$ cat config.mk
export PLATFORM = sky130hd
export DESIGN_NAME = acc_1
export DESIGN_NICKNAME = d
export VERILOG_FILES = /design/src/acc_pkg.sv /design/src/acc_1.sv /design/src/acc_user_1.sv /design/src/dsm_controller.sv /design/src/output_queue_controller.sv /design/src/input_queue_controller.sv
export VERILOG_INCLUDE_DIRS = /design/src
export SDC_FILE = /design/constraint.sdc
export NUM_CORES = 1
export LEC_CHECK = 0
export ABC_AREA = 1
export BUFFER_PORTS_ARGS = -buffer_cell sky130_fd_sc_hd__buf_2
export CELL_PAD_IN_SITES_DETAIL_PLACEMENT = 0
export CELL_PAD_IN_SITES_GLOBAL_PLACEMENT = 1
export CORE_ASPECT_RATIO = 0.9
export CORE_MARGIN = 2
export CORE_UTILIZATION = 48
export DETAILED_ROUTE_END_ITERATION = 7
export PLACE_DENSITY_LB_ADDON = 0.1
export RECOVER_POWER = 50
export SLEW_MARGIN = 40
export SYNTH_ARGS = -nofsm -noshare
export SYNTH_HDL_FRONTEND = slang
export SYNTH_HIERARCHICAL = 1
export SYNTH_SLANG_ARGS = --single-unit
$ cat constraint.sdc
create_clock -name clk -period 3.9 [get_ports clk]
set_input_delay 0.78 -clock clk [delete_from_list [all_inputs] [get_ports clk]]
set_output_delay 0.78 -clock clk [all_outputs]
set_load 0.02 [all_outputs]
$ cat src/acc_defs.svh
`ifndef ACC_DEFS_SVH
`define ACC_DEFS_SVH

`define ACC_ADDR_WIDTH      16
`define ACC_QTD_WIDTH       16
`define ACC_DATA_WIDTH      32
`define ACC_TAG_WIDTH       4
`define ACC_QID_WIDTH       4

// address, count and queue id, from high bits to low bits.
`define ACC_CONF_WIDTH      (`ACC_ADDR_WIDTH + `ACC_QTD_WIDTH + `ACC_QID_WIDTH)

`define ACC_NUM_IN_QUEUES   2
`define ACC_NUM_OUT_QUEUES  1
`define ACC_DSM_TAG         15
`define ACC_BUF_DEPTH       4

`endif
$ cat src/acc_pkg.sv
`default_nettype none

package acc_pkg;

  // meaning of conf_valid for the word on conf.
  typedef enum logic [1:0] {
    conf_none   = 2'd0,
    conf_input  = 2'd1,
    conf_output = 2'd2,
    conf_dsm    = 2'd3
  } conf_kind_e;

  typedef enum logic [1:0] {
    q_idle,
    q_run,
    q_done
  } queue_state_e;

  typedef enum logic [2:0] {
    d_idle,
    d_count,
    d_write,
    d_wait_ack,
    d_done
  } dsm_state_e;

endpackage

`default_nettype wire

$ cat src/acc_1.sv
`default_nettype none
`include "acc_defs.svh"

module acc_1 (
  input  wire                                           clk,
  input  wire                                           rst_n,
  input  wire                                           start,
  input  wire acc_pkg::conf_kind_e                      conf_valid,
  input  wire [`ACC_CONF_WIDTH-1:0]                     conf,
  input  wire [`ACC_NUM_IN_QUEUES-1:0]                  available_read,
  output wire [`ACC_NUM_IN_QUEUES-1:0]                  request_read,
  output wire [(`ACC_TAG_WIDTH+`ACC_ADDR_WIDTH)*`ACC_NUM_IN_QUEUES-1:0] request_data,
  input  wire                                           read_data_valid,
  input  wire [`ACC_TAG_WIDTH-1:0]                      read_queue_id,
  input  wire [`ACC_DATA_WIDTH-1:0]                     read_data,
  input  wire [`ACC_NUM_OUT_QUEUES:0]                   available_write,
  output wire [`ACC_NUM_OUT_QUEUES:0]                   request_write,
  output wire [(`ACC_DATA_WIDTH+`ACC_ADDR_WIDTH+`ACC_TAG_WIDTH)*(`ACC_NUM_OUT_QUEUES+1)-1:0]
                                                        write_data,
  input  wire                                           write_data_valid,
  input  wire [`ACC_TAG_WIDTH-1:0]                      write_queue_id
);

  localparam int NUM_IN = `ACC_NUM_IN_QUEUES;
  localparam int NUM_OUT = `ACC_NUM_OUT_QUEUES;
  localparam int RQ_W = `ACC_TAG_WIDTH + `ACC_ADDR_WIDTH;
  localparam int WR_W = `ACC_DATA_WIDTH + `ACC_ADDR_WIDTH + `ACC_TAG_WIDTH;

  logic start_reg;
  acc_pkg::conf_kind_e conf_valid_reg;
  logic [`ACC_CONF_WIDTH-1:0] conf_reg;
  logic read_data_valid_reg;
  logic [`ACC_TAG_WIDTH-1:0] read_queue_id_reg;
  logic [`ACC_DATA_WIDTH-1:0] read_data_reg;
  logic write_data_valid_reg;
  logic [`ACC_TAG_WIDTH-1:0] write_queue_id_reg;

  wire [NUM_IN-1:0] user_available_read;
  wire [NUM_IN-1:0] user_request_read;
  wire [NUM_IN-1:0] user_read_data_valid;
  wire [NUM_IN*`ACC_DATA_WIDTH-1:0] user_read_data;
  wire [NUM_IN-1:0] input_done;
  wire [NUM_IN-1:0] has_pending_rd;
  wire user_available_write;
  wire user_request_write;
  wire [`ACC_DATA_WIDTH-1:0] user_write_data;
  wire [NUM_OUT-1:0] output_done;
  wire [NUM_OUT-1:0] has_pending_wr;
  wire user_done;
  wire user_done_dsm;

  // every registered input reaches the controllers one cycle after the port.
  always_ff @(posedge clk or negedge rst_n) begin
    if (!rst_n) begin
      start_reg <= 1'b0;
      conf_valid_reg <= acc_pkg::conf_none;
      read_data_valid_reg <= 1'b0;
      write_data_valid_reg <= 1'b0;
    end else begin
      start_reg <= start;
      conf_valid_reg <= conf_valid;
      read_data_valid_reg <= read_data_valid;
      write_data_valid_reg <= write_data_valid;
    end
  end

  always_ff @(posedge clk) begin
    conf_reg <= conf;
    read_queue_id_reg <= read_queue_id;
    read_data_reg <= read_data;
    write_queue_id_reg <= write_queue_id;
  end

  for (genvar q = 0; q < NUM_IN; q++) begin : gen_in_queue
    input_queue_controller #(
      .ID_QUEUE(q)
    ) i_input_queue (
      .clk                      (clk),
      .rst_n                    (rst_n),
      .start                    (start_reg),
      .conf_valid               (conf_valid_reg),
      .conf                     (conf_reg),
      .available_read           (available_read[q]),
      .read_data_valid          (read_data_valid_reg),
      .read_queue_id            (read_queue_id_reg),
      .read_data                (read_data_reg),
      .acc_user_request_read    (user_request_read[q]),
      .request_read             (request_read[q]),
      .request_data             (request_data[q*RQ_W +: RQ_W]),
      .has_rd_pending           (has_pending_rd[q]),
      .acc_user_available_read  (user_available_read[q]),
      .acc_user_read_data       (user_read_data[q*`ACC_DATA_WIDTH +: `ACC_DATA_WIDTH]),
      .acc_user_read_data_valid (user_read_data_valid[q]),
      .done                     (input_done[q])
    );
  end

  output_queue_controller #(
    .ID_QUEUE(NUM_IN)
  ) i_output_queue (
    .clk                      (clk),
    .rst_n                    (rst_n),
    .start                    (start_reg),
    .conf_valid               (conf_valid_reg),
    .conf                     (conf_reg),
    .available_write          (available_write[0]),
    .write_data_valid         (write_data_valid_reg),
    .write_queue_id           (write_queue_id_reg),
    .acc_user_request_write   (user_request_write),
    .acc_user_write_data      (user_write_data),
    .request_write            (request_write[0]),
    .write_data               (write_data[WR_W-1:0]),
    .has_wr_pending           (has_pending_wr[0]),
    .acc_user_available_write (user_available_write),
    .done                     (output_done[0])
  );

  // the status record must wait until no read or write is still open.
  assign user_done_dsm = user_done && !(|{has_pending_rd, has_pending_wr});

  dsm_controller i_dsm (
    .clk                (clk),
    .rst_n              (rst_n),
    .start              (start_reg),
    .done_rd            (input_done),
    .done_wr            (output_done),
    .done_acc           (user_done_dsm),
    .acc_req_rd_data_en (user_request_read),
    .acc_req_wr_data_en (user_request_write),
    .conf_valid         (conf_valid_reg),
    .conf               (conf_reg),
    .available_write    (available_write[NUM_OUT]),
    .write_data_valid   (write_data_valid_reg),
    .write_queue_id     (write_queue_id_reg),
    .request_write      (request_write[NUM_OUT]),
    .write_data         (write_data[NUM_OUT*WR_W +: WR_W])
  );

  acc_user_1 i_user (
    .clk                      (clk),
    .rst_n                    (rst_n),
    .start                    (start_reg),
    .acc_user_done_rd_data    (input_done),
    .acc_user_done_wr_data    (output_done),
    .acc_user_available_read  (user_available_read),
    .acc_user_read_data_valid (user_read_data_valid),
    .acc_user_read_data       (user_read_data),
    .acc_user_available_write (user_available_write),
    .acc_user_request_read    (user_request_read),
    .acc_user_request_write   (user_request_write),
    .acc_user_write_data      (user_write_data),
    .acc_user_done            (user_done)
  );

endmodule

`default_nettype wire

$ cat src/acc_user_1.sv
`default_nettype none
`include "acc_defs.svh"

module acc_user_1 (
  input  wire                                             clk,
  input  wire                                             rst_n,
  input  wire                                             start,
  input  wire [`ACC_NUM_IN_QUEUES-1:0]                    acc_user_done_rd_data,
  input  wire [`ACC_NUM_OUT_QUEUES-1:0]                   acc_user_done_wr_data,
  input  wire [`ACC_NUM_IN_QUEUES-1:0]                    acc_user_available_read,
  input  wire [`ACC_NUM_IN_QUEUES-1:0]                    acc_user_read_data_valid,
  input  wire [`ACC_NUM_IN_QUEUES*`ACC_DATA_WIDTH-1:0]    acc_user_read_data,
  input  wire                                             acc_user_available_write,
  output logic [`ACC_NUM_IN_QUEUES-1:0]                   acc_user_request_read,
  output logic                                            acc_user_request_write,
  output logic [`ACC_DATA_WIDTH-1:0]                      acc_user_write_data,
  output logic                                            acc_user_done
);

  logic pop;
  logic [`ACC_DATA_WIDTH-1:0] sum;

  // a new pair is popped only when no sum is on its way to the output queue.
  assign pop = &acc_user_available_read && acc_user_available_write &&
               !(|acc_user_read_data_valid);
  assign acc_user_request_read = {`ACC_NUM_IN_QUEUES{pop}};

  always_comb begin
    sum = '0;
    for (int i = 0; i < `ACC_NUM_IN_QUEUES; i++) begin
      sum = sum + acc_user_read_data[i*`ACC_DATA_WIDTH +: `ACC_DATA_WIDTH];
    end
  end

  assign acc_user_request_write = &acc_user_read_data_valid;
  assign acc_user_write_data = sum;

  always_ff @(posedge clk or negedge rst_n) begin
    if (!rst_n) begin
      acc_user_done <= 1'b0;
    end else if (start) begin
      acc_user_done <= 1'b0;
    end else if (&acc_user_done_rd_data && &acc_user_done_wr_data &&
                 !acc_user_request_write) begin
      acc_user_done <= 1'b1;
    end
  end

endmodule

`default_nettype wire

$ cat src/dsm_controller.sv
`default_nettype none
`include "acc_defs.svh"

module dsm_controller (
  input  wire                                                      clk,
  input  wire                                                      rst_n,
  input  wire                                                      start,
  input  wire [`ACC_NUM_IN_QUEUES-1:0]                             done_rd,
  input  wire [`ACC_NUM_OUT_QUEUES-1:0]                            done_wr,
  input  wire                                                      done_acc,
  input  wire [`ACC_NUM_IN_QUEUES-1:0]                             acc_req_rd_data_en,
  input  wire [`ACC_NUM_OUT_QUEUES-1:0]                            acc_req_wr_data_en,
  input  wire acc_pkg::conf_kind_e                                 conf_valid,
  input  wire [`ACC_CONF_WIDTH-1:0]                                conf,
  input  wire                                                      available_write,
  input  wire                                                      write_data_valid,
  input  wire [`ACC_TAG_WIDTH-1:0]                                 write_queue_id,
  output logic                                                     request_write,
  output logic [`ACC_DATA_WIDTH+`ACC_ADDR_WIDTH+`ACC_TAG_WIDTH-1:0] write_data
);

  localparam int HALF = `ACC_DATA_WIDTH / 2;
  localparam logic [`ACC_TAG_WIDTH-1:0] TAG = `ACC_TAG_WIDTH'(`ACC_DSM_TAG);

  acc_pkg::dsm_state_e state;
  logic [`ACC_ADDR_WIDTH-1:0] dsm_addr;
  logic [HALF-1:0] pop_cnt;
  logic [HALF-1:0] push_cnt;
  logic [HALF-1:0] pops_now;
  logic [HALF-1:0] pushes_now;
  logic all_done;

  always_comb begin
    pops_now = '0;
    pushes_now = '0;
    for (int i = 0; i < `ACC_NUM_IN_QUEUES; i++) begin
      pops_now = pops_now + HALF'(acc_req_rd_data_en[i]);
    end
    for (int i = 0; i < `ACC_NUM_OUT_QUEUES; i++) begin
      pushes_now = pushes_now + HALF'(acc_req_wr_data_en[i]);
    end
  end

  assign all_done = done_acc && &done_rd && &done_wr;
  assign request_write = state == acc_pkg::d_write && available_write;
  assign write_data = {push_cnt, pop_cnt, dsm_addr, TAG};

  always_ff @(posedge clk or negedge rst_n) begin
    if (!rst_n) begin
      state <= acc_pkg::d_idle;
      pop_cnt <= '0;
      push_cnt <= '0;
    end else if (start) begin
      state <= acc_pkg::d_count;
      pop_cnt <= '0;
      push_cnt <= '0;
    end else begin
      case (state)
        acc_pkg::d_count: begin
          pop_cnt <= pop_cnt + pops_now;
          push_cnt <= push_cnt + pushes_now;
          if (all_done) state <= acc_pkg::d_write;
        end
        acc_pkg::d_write: begin
          if (request_write) state <= acc_pkg::d_wait_ack;
        end
        acc_pkg::d_wait_ack: begin
          if (write_data_valid && write_queue_id == TAG) state <= acc_pkg::d_done;
        end
        default: ;
      endcase
    end
  end

  always_ff @(posedge clk) begin
    if (conf_valid == acc_pkg::conf_dsm) begin
      dsm_addr <= conf[`ACC_CONF_WIDTH-1 -: `ACC_ADDR_WIDTH];
    end
  end

endmodule

`default_nettype wire

$ cat src/output_queue_controller.sv
`default_nettype none
`include "acc_defs.svh"

module output_queue_controller #(
  parameter int ID_QUEUE = 0
) (
  input  wire                                                      clk,
  input  wire                                                      rst_n,
  input  wire                                                      start,
  input  wire acc_pkg::conf_kind_e                                 conf_valid,
  input  wire [`ACC_CONF_WIDTH-1:0]                                conf,
  input  wire                                                      available_write,
  input  wire                                                      write_data_valid,
  input  wire [`ACC_TAG_WIDTH-1:0]                                 write_queue_id,
  input  wire                                                      acc_user_request_write,
  input  wire [`ACC_DATA_WIDTH-1:0]                                acc_user_write_data,
  output logic                                                     request_write,
  output logic [`ACC_DATA_WIDTH+`ACC_ADDR_WIDTH+`ACC_TAG_WIDTH-1:0] write_data,
  output logic                                                     has_wr_pending,
  output logic                                                     acc_user_available_write,
  output logic                                                     done
);

  localparam logic [`ACC_TAG_WIDTH-1:0] TAG = `ACC_TAG_WIDTH'(ID_QUEUE);
  localparam logic [`ACC_QID_WIDTH-1:0] QID = `ACC_QID_WIDTH'(ID_QUEUE);

  acc_pkg::queue_state_e state;
  logic [`ACC_ADDR_WIDTH-1:0] base;
  logic [`ACC_QTD_WIDTH-1:0] count;
  logic [`ACC_QTD_WIDTH-1:0] sent;
  logic [`ACC_QTD_WIDTH-1:0] acked;
  logic [`ACC_DATA_WIDTH-1:0] hold_data;
  logic hold_full;
  logic take;
  logic ack;

  assign take = acc_user_request_write && acc_user_available_write;
  assign ack = write_data_valid && write_queue_id == TAG;

  assign acc_user_available_write = state == acc_pkg::q_run && !hold_full;
  assign request_write = hold_full && available_write;
  // data in the high bits, then the address, then the tag.
  assign write_data = {hold_data, base + `ACC_ADDR_WIDTH'({sent, 2'b00}), TAG};
  assign has_wr_pending = sent != acked;
  assign done = state == acc_pkg::q_done;

  always_ff @(posedge clk or negedge rst_n) begin
    if (!rst_n) begin
      state <= acc_pkg::q_idle;
      sent <= '0;
      acked <= '0;
      hold_full <= 1'b0;
    end else if (start) begin
      state <= acc_pkg::q_run;
      sent <= '0;
      acked <= '0;
      hold_full <= 1'b0;
    end else begin
      if (take) begin
        hold_full <= 1'b1;
      end else if (request_write) begin
        hold_full <= 1'b0;
      end
      if (request_write) sent <= sent + 1'b1;
      if (ack) acked <= acked + 1'b1;
      if (state == acc_pkg::q_run && acked == count) state <= acc_pkg::q_done;
    end
  end

  always_ff @(posedge clk) begin
    if (conf_valid == acc_pkg::conf_output && conf[`ACC_QID_WIDTH-1:0] == QID) begin
      base <= conf[`ACC_CONF_WIDTH-1 -: `ACC_ADDR_WIDTH];
      count <= conf[`ACC_QID_WIDTH +: `ACC_QTD_WIDTH];
    end
    if (take) hold_data <= acc_user_write_data;
  end

  // the user block never produces more results than the configured count.
  a_write_in_bounds: assert property (@(posedge clk) disable iff (!rst_n)
    request_write |-> sent < count);

endmodule

`default_nettype wire

$ cat src/input_queue_controller.sv
`default_nettype none
`include "acc_defs.svh"

module input_queue_controller #(
  parameter int ID_QUEUE = 0
) (
  input  wire                                        clk,
  input  wire                                        rst_n,
  input  wire                                        start,
  input  wire acc_pkg::conf_kind_e                   conf_valid,
  input  wire [`ACC_CONF_WIDTH-1:0]                  conf,
  input  wire                                        available_read,
  input  wire                                        read_data_valid,
  input  wire [`ACC_TAG_WIDTH-1:0]                   read_queue_id,
  input  wire [`ACC_DATA_WIDTH-1:0]                  read_data,
  input  wire                                        acc_user_request_read,
  output logic                                       request_read,
  output logic [`ACC_TAG_WIDTH+`ACC_ADDR_WIDTH-1:0]  request_data,
  output logic                                       has_rd_pending,
  output logic                                       acc_user_available_read,
  output logic [`ACC_DATA_WIDTH-1:0]                 acc_user_read_data,
  output logic                                       acc_user_read_data_valid,
  output logic                                       done
);

  localparam int PTR_W = $clog2(`ACC_BUF_DEPTH);
  localparam logic [`ACC_TAG_WIDTH-1:0] TAG = `ACC_TAG_WIDTH'(ID_QUEUE);
  localparam logic [`ACC_QID_WIDTH-1:0] QID = `ACC_QID_WIDTH'(ID_QUEUE);

  acc_pkg::queue_state_e state;
  logic [`ACC_ADDR_WIDTH-1:0] base;
  logic [`ACC_QTD_WIDTH-1:0] count;
  logic [`ACC_QTD_WIDTH-1:0] issued;
  logic [`ACC_QTD_WIDTH-1:0] received;
  logic [`ACC_QTD_WIDTH-1:0] consumed;
  logic [`ACC_DATA_WIDTH-1:0] buffer [`ACC_BUF_DEPTH];
  logic [PTR_W-1:0] wr_ptr;
  logic [PTR_W-1:0] rd_ptr;
  logic [PTR_W:0] fill;
  logic push;
  logic pop;

  assign push = read_data_valid && read_queue_id == TAG;
  assign pop = acc_user_request_read && fill != '0;

  // words issued but not yet popped never exceed the buffer depth.
  assign request_read = state == acc_pkg::q_run && available_read && issued != count &&
                        (issued - consumed) < `ACC_QTD_WIDTH'(`ACC_BUF_DEPTH);
  assign request_data = {TAG, base + `ACC_ADDR_WIDTH'({issued, 2'b00})};
  assign has_rd_pending = issued != received;
  assign acc_user_available_read = fill != '0;
  assign done = state == acc_pkg::q_done;

  always_ff @(posedge clk or negedge rst_n) begin
    if (!rst_n) begin
      state <= acc_pkg::q_idle;
      issued <= '0;
      received <= '0;
      consumed <= '0;
    end else if (start) begin
      state <= acc_pkg::q_run;
      issued <= '0;
      received <= '0;
      consumed <= '0;
    end else begin
      if (request_read) issued <= issued + 1'b1;
      if (push) received <= received + 1'b1;
      if (pop) consumed <= consumed + 1'b1;
      if (state == acc_pkg::q_run && received == count && consumed == count) begin
        state <= acc_pkg::q_done;
      end
    end
  end

  always_ff @(posedge clk or negedge rst_n) begin
    if (!rst_n) begin
      wr_ptr <= '0;
      rd_ptr <= '0;
      fill <= '0;
      acc_user_read_data_valid <= 1'b0;
    end else begin
      if (push) wr_ptr <= wr_ptr + 1'b1;
      if (pop) rd_ptr <= rd_ptr + 1'b1;
      if (push && !pop) begin
        fill <= fill + 1'b1;
      end else if (pop && !push) begin
        fill <= fill - 1'b1;
      end
      acc_user_read_data_valid <= pop;
    end
  end

  always_ff @(posedge clk) begin
    if (conf_valid == acc_pkg::conf_input && conf[`ACC_QID_WIDTH-1:0] == QID) begin
      base <= conf[`ACC_CONF_WIDTH-1 -: `ACC_ADDR_WIDTH];
      count <= conf[`ACC_QID_WIDTH +: `ACC_QTD_WIDTH];
    end
    if (push) buffer[wr_ptr] <= read_data;
    if (pop) acc_user_read_data <= buffer[rd_ptr];
  end

  // memory must only answer reads this queue has actually issued.
  a_no_orphan_response: assert property (@(posedge clk) disable iff (!rst_n)
    push |-> has_rd_pending);

endmodule

`default_nettype wire

==> results.cfg <==
[clock_network]
clk_path_buf_depth = 3
cts_root_buffer = clkbuf_16
cts-htree-levels = 3
cts_buffers = 79
clock-sinks = 732
ctsHoldBuffers = 0
cts_tree = done
clock_insertion_delay_worst_skew_ps = 650
clk_pin_slew_ps = 60

[drt]
via_per_inst = 5.275
dr_total_vias = 28160
drc_errors = 0
drtAntennaViolNets = 0
first_pass_iters = 5
routedWlPerCell_um = 19.47
drtIter0Drc = 2200
wl_um = 103900

[floorplanning]
coreArea_mm2 = 0.07639
start_util_pct = 48.63
die_h_um = 267.9
ioPinCount = 235
die_x_um = 297.3
floorplan.rows = 96
die_area_mm2 = 0.07965

[critical_path]
critical_path_class = reg2out
crit_top_cell = o21ai_0
slowest_stage = dfrtp_2
worst_ep_required_time_ps = 3120
endpoint_kind = primary output
startpoint_type = register
crit_chain = ha_1, nand2_1, inv_1, a21oi_2, o21ai_0, a21boi_1, o21ai_0, xor2_1, buf_2
cp_max_fo = 9
crit_arrival_ps = 2970
slowest_delay_ps = 490

[logic_synthesis]
synth_fa_ha_area_share_pct = 4.385
synth_top_family_by_area = simple AND/OR/NAND/NOR gates
ys_warn_count = 6
synth_edf_count = 464
avgSynthCellArea_um2 = 9.231
synth_compound_area_share_pct = 7.608
synth_area_leaders = edfxtp_1 38%, dfrtp_1 13%, nand2_1 8.9%
synth_cell_types = 60
synth_top_area_share_pct = 37.50
synthArstFlopShare_pct = 26.23
yosys.area.top_type = edfxtp_1
synth_cells = 4025
ys_seq_elements = 732
synth_area_mm2 = 0.03715
synth_flop_cell = edfxtp_1
synth_xor_xnor_area_share_pct = 3.913
synth.most_common_cell = nand2_1
synth.area.mux_share_pct = 0.06062
netlist_top_cells_count = 879 x nand2_1, 494 x inv_1, 464 x edfxtp_1
ys_seq_area_share_pct = 54.53
synth_simple_gate_area_share_pct = 22.14

[sta]
setup_violations = 0
worst_slack_ps = 146.2
hold_viol_final = 0
fmax_mhz = 266.4
slew_headroom_pct = -39.14
clock-skew-final_ps = 37.41
rsz0062_at_grt = true
period_minus_slack_ps = 3754
tightest_slew_ps = 2087
setup_tns_ps = 0
finalCritPeriodShare_pct = 96.25
drv_slew = 190

[global_routing]
grt_pass1_vias = 26390
grtUsageTotal_pct = 25.94
overflow = 0
grt_start_max_net_pins = 93
antenna_found_initial = 0
grt_pass1_wl_um = 158900

[placement]
dp_slack_ps = 590.8
dp_hpwl_um = 74200
dp_cells = 5187
io_buffers = 218
gp_congestion = 0.9094

[power]
power_leakage_nw = 18.61
vdd_drop_max_uv = 497.8
power_density_mw_per_mm2 = 628.6

[run_status]
status = finished, violations left
violations = capacitance limit, slew limit

[final_layout]
stdcell_count = 5338
final_util_pct = 54.90
finalNetCount = 4455
drive_gt1_share_pct = 13.86
largest_reg_flops = 256
syn_to_final_growth_pct = 12.89

[worst_hold_path]
hold_path_class = in2reg

[job]
maxCapViolCount = 5
-- metrics by stage --
step	hold slack (ps)	cell area, um2	power, mW
final	229.2	41940	26.37
after global routing	201.1	41940	27.95
after CTS	189.3	41940	26.57
after detailed placement	452.8	39270	18.93
after global placement	451.3	39270	18.88
after floorplan	421.0	37190	15.99
-- final timing paths --
kind	depth (start not counted)	slack (ps)	end	from
max	9	150	request_data[33]	gen_in_queue[1].i_input_queue/issued[3]
min	1	230	read_data_reg[30]	read_data[30]
max reg2reg	13	850	gen_in_queue[1].i_input_queue/consumed[10]	i_output_queue/hold_full
min reg2reg	0	480	i_output_queue/count[0]	conf_reg[4]
max in group asynchronous	2	620	gen_in_queue[1].i_input_queue/consumed[1]	rst_n
min in group asynchronous	1	750	i_output_queue/sent[1]	rst_n
-- critical path: cells and delay by family, from the launching register on --
kind / cells / cell delay (ps)
compound gates: 4 / 760
flops: 1 / 490
fa+ha+maj: 1 / 400
xor+xnor: 1 / 310
buf+inv: 2 / 300
simple gates: 1 / 70
-- kinds of logic (layout without fill, tap and decap cells) --
kind of cell    Yosys count  in the layout
compound gates          511            511
other cells               6             17
flops                   732            732
buf+inv                 661            934
simple gates           1821           1821
xor+xnor                166            166
fa+ha+maj               126            126
mux                       2              2
-- power by group --
| part | internal, mW | switching [mW] |
|---|---|---|
| Sequential | 9.48 | 0.494 |
| Combinational | 2.55 | 6.27 |
| Clock | 4.36 | 3.21 |
-- final cells by class --
cell class                      count  area (um2)
Clock inverter                     39       457.9
Sequential cell                   732       20290
Timing Repair Buffer              266        1420
Tap cell                         1029        1287
Antenna cell                        1       2.502
Fill cell                        7054       34450
Clock buffer                      108        2207
Multi-Input combinational cell   2642       14320
Inverter                          521        1959
-- metal layers --
metal  track usage, %  up-vias  part of all wire, %
met1            39.14    13410                   48
met3            4.366      133                  6.7
met2            38.61      834                   44
met5                0        -                    0
met4            7.071        0                  2.1
li1                 -    13780                    -
-- repair_timing --
item                                   4_1_cts  5_1_grt
endpoints found under the hold margin        0        0
buffers inserted                             0        2
resized for setup                            4       34
setup endpoints to repair                    3        7
-- layout by cell type (no fill, tap or decap), types with 8 or more instances in the layout --
cell type / instances
a21oi_1: 148
and3_1: 8
buf_2: 204
buf_4: 37
clkbuf_1: 39
clkbuf_16: 80
clkbuf_8: 10
clkinv_1: 10
clkinv_2: 14
conb_1: 16
dfrtp_1: 170
dfrtp_2: 22
dfxtp_1: 76
edfxtp_1: 464
ha_1: 112
inv_1: 488
inv_2: 26
nand2_1: 879
nand2_2: 60
nand2_4: 9
nand3_1: 177
nand3_2: 38
nand3b_1: 11
nand4_1: 87
nor2_1: 418
nor2_2: 14
nor2_4: 16
nor3_1: 52
nor3_2: 14
nor4_1: 22
o2111ai_1: 11
o21ai_0: 219
o22ai_1: 79
xnor2_1: 45
xor2_1: 121
(Power assumes the default switching activity.)
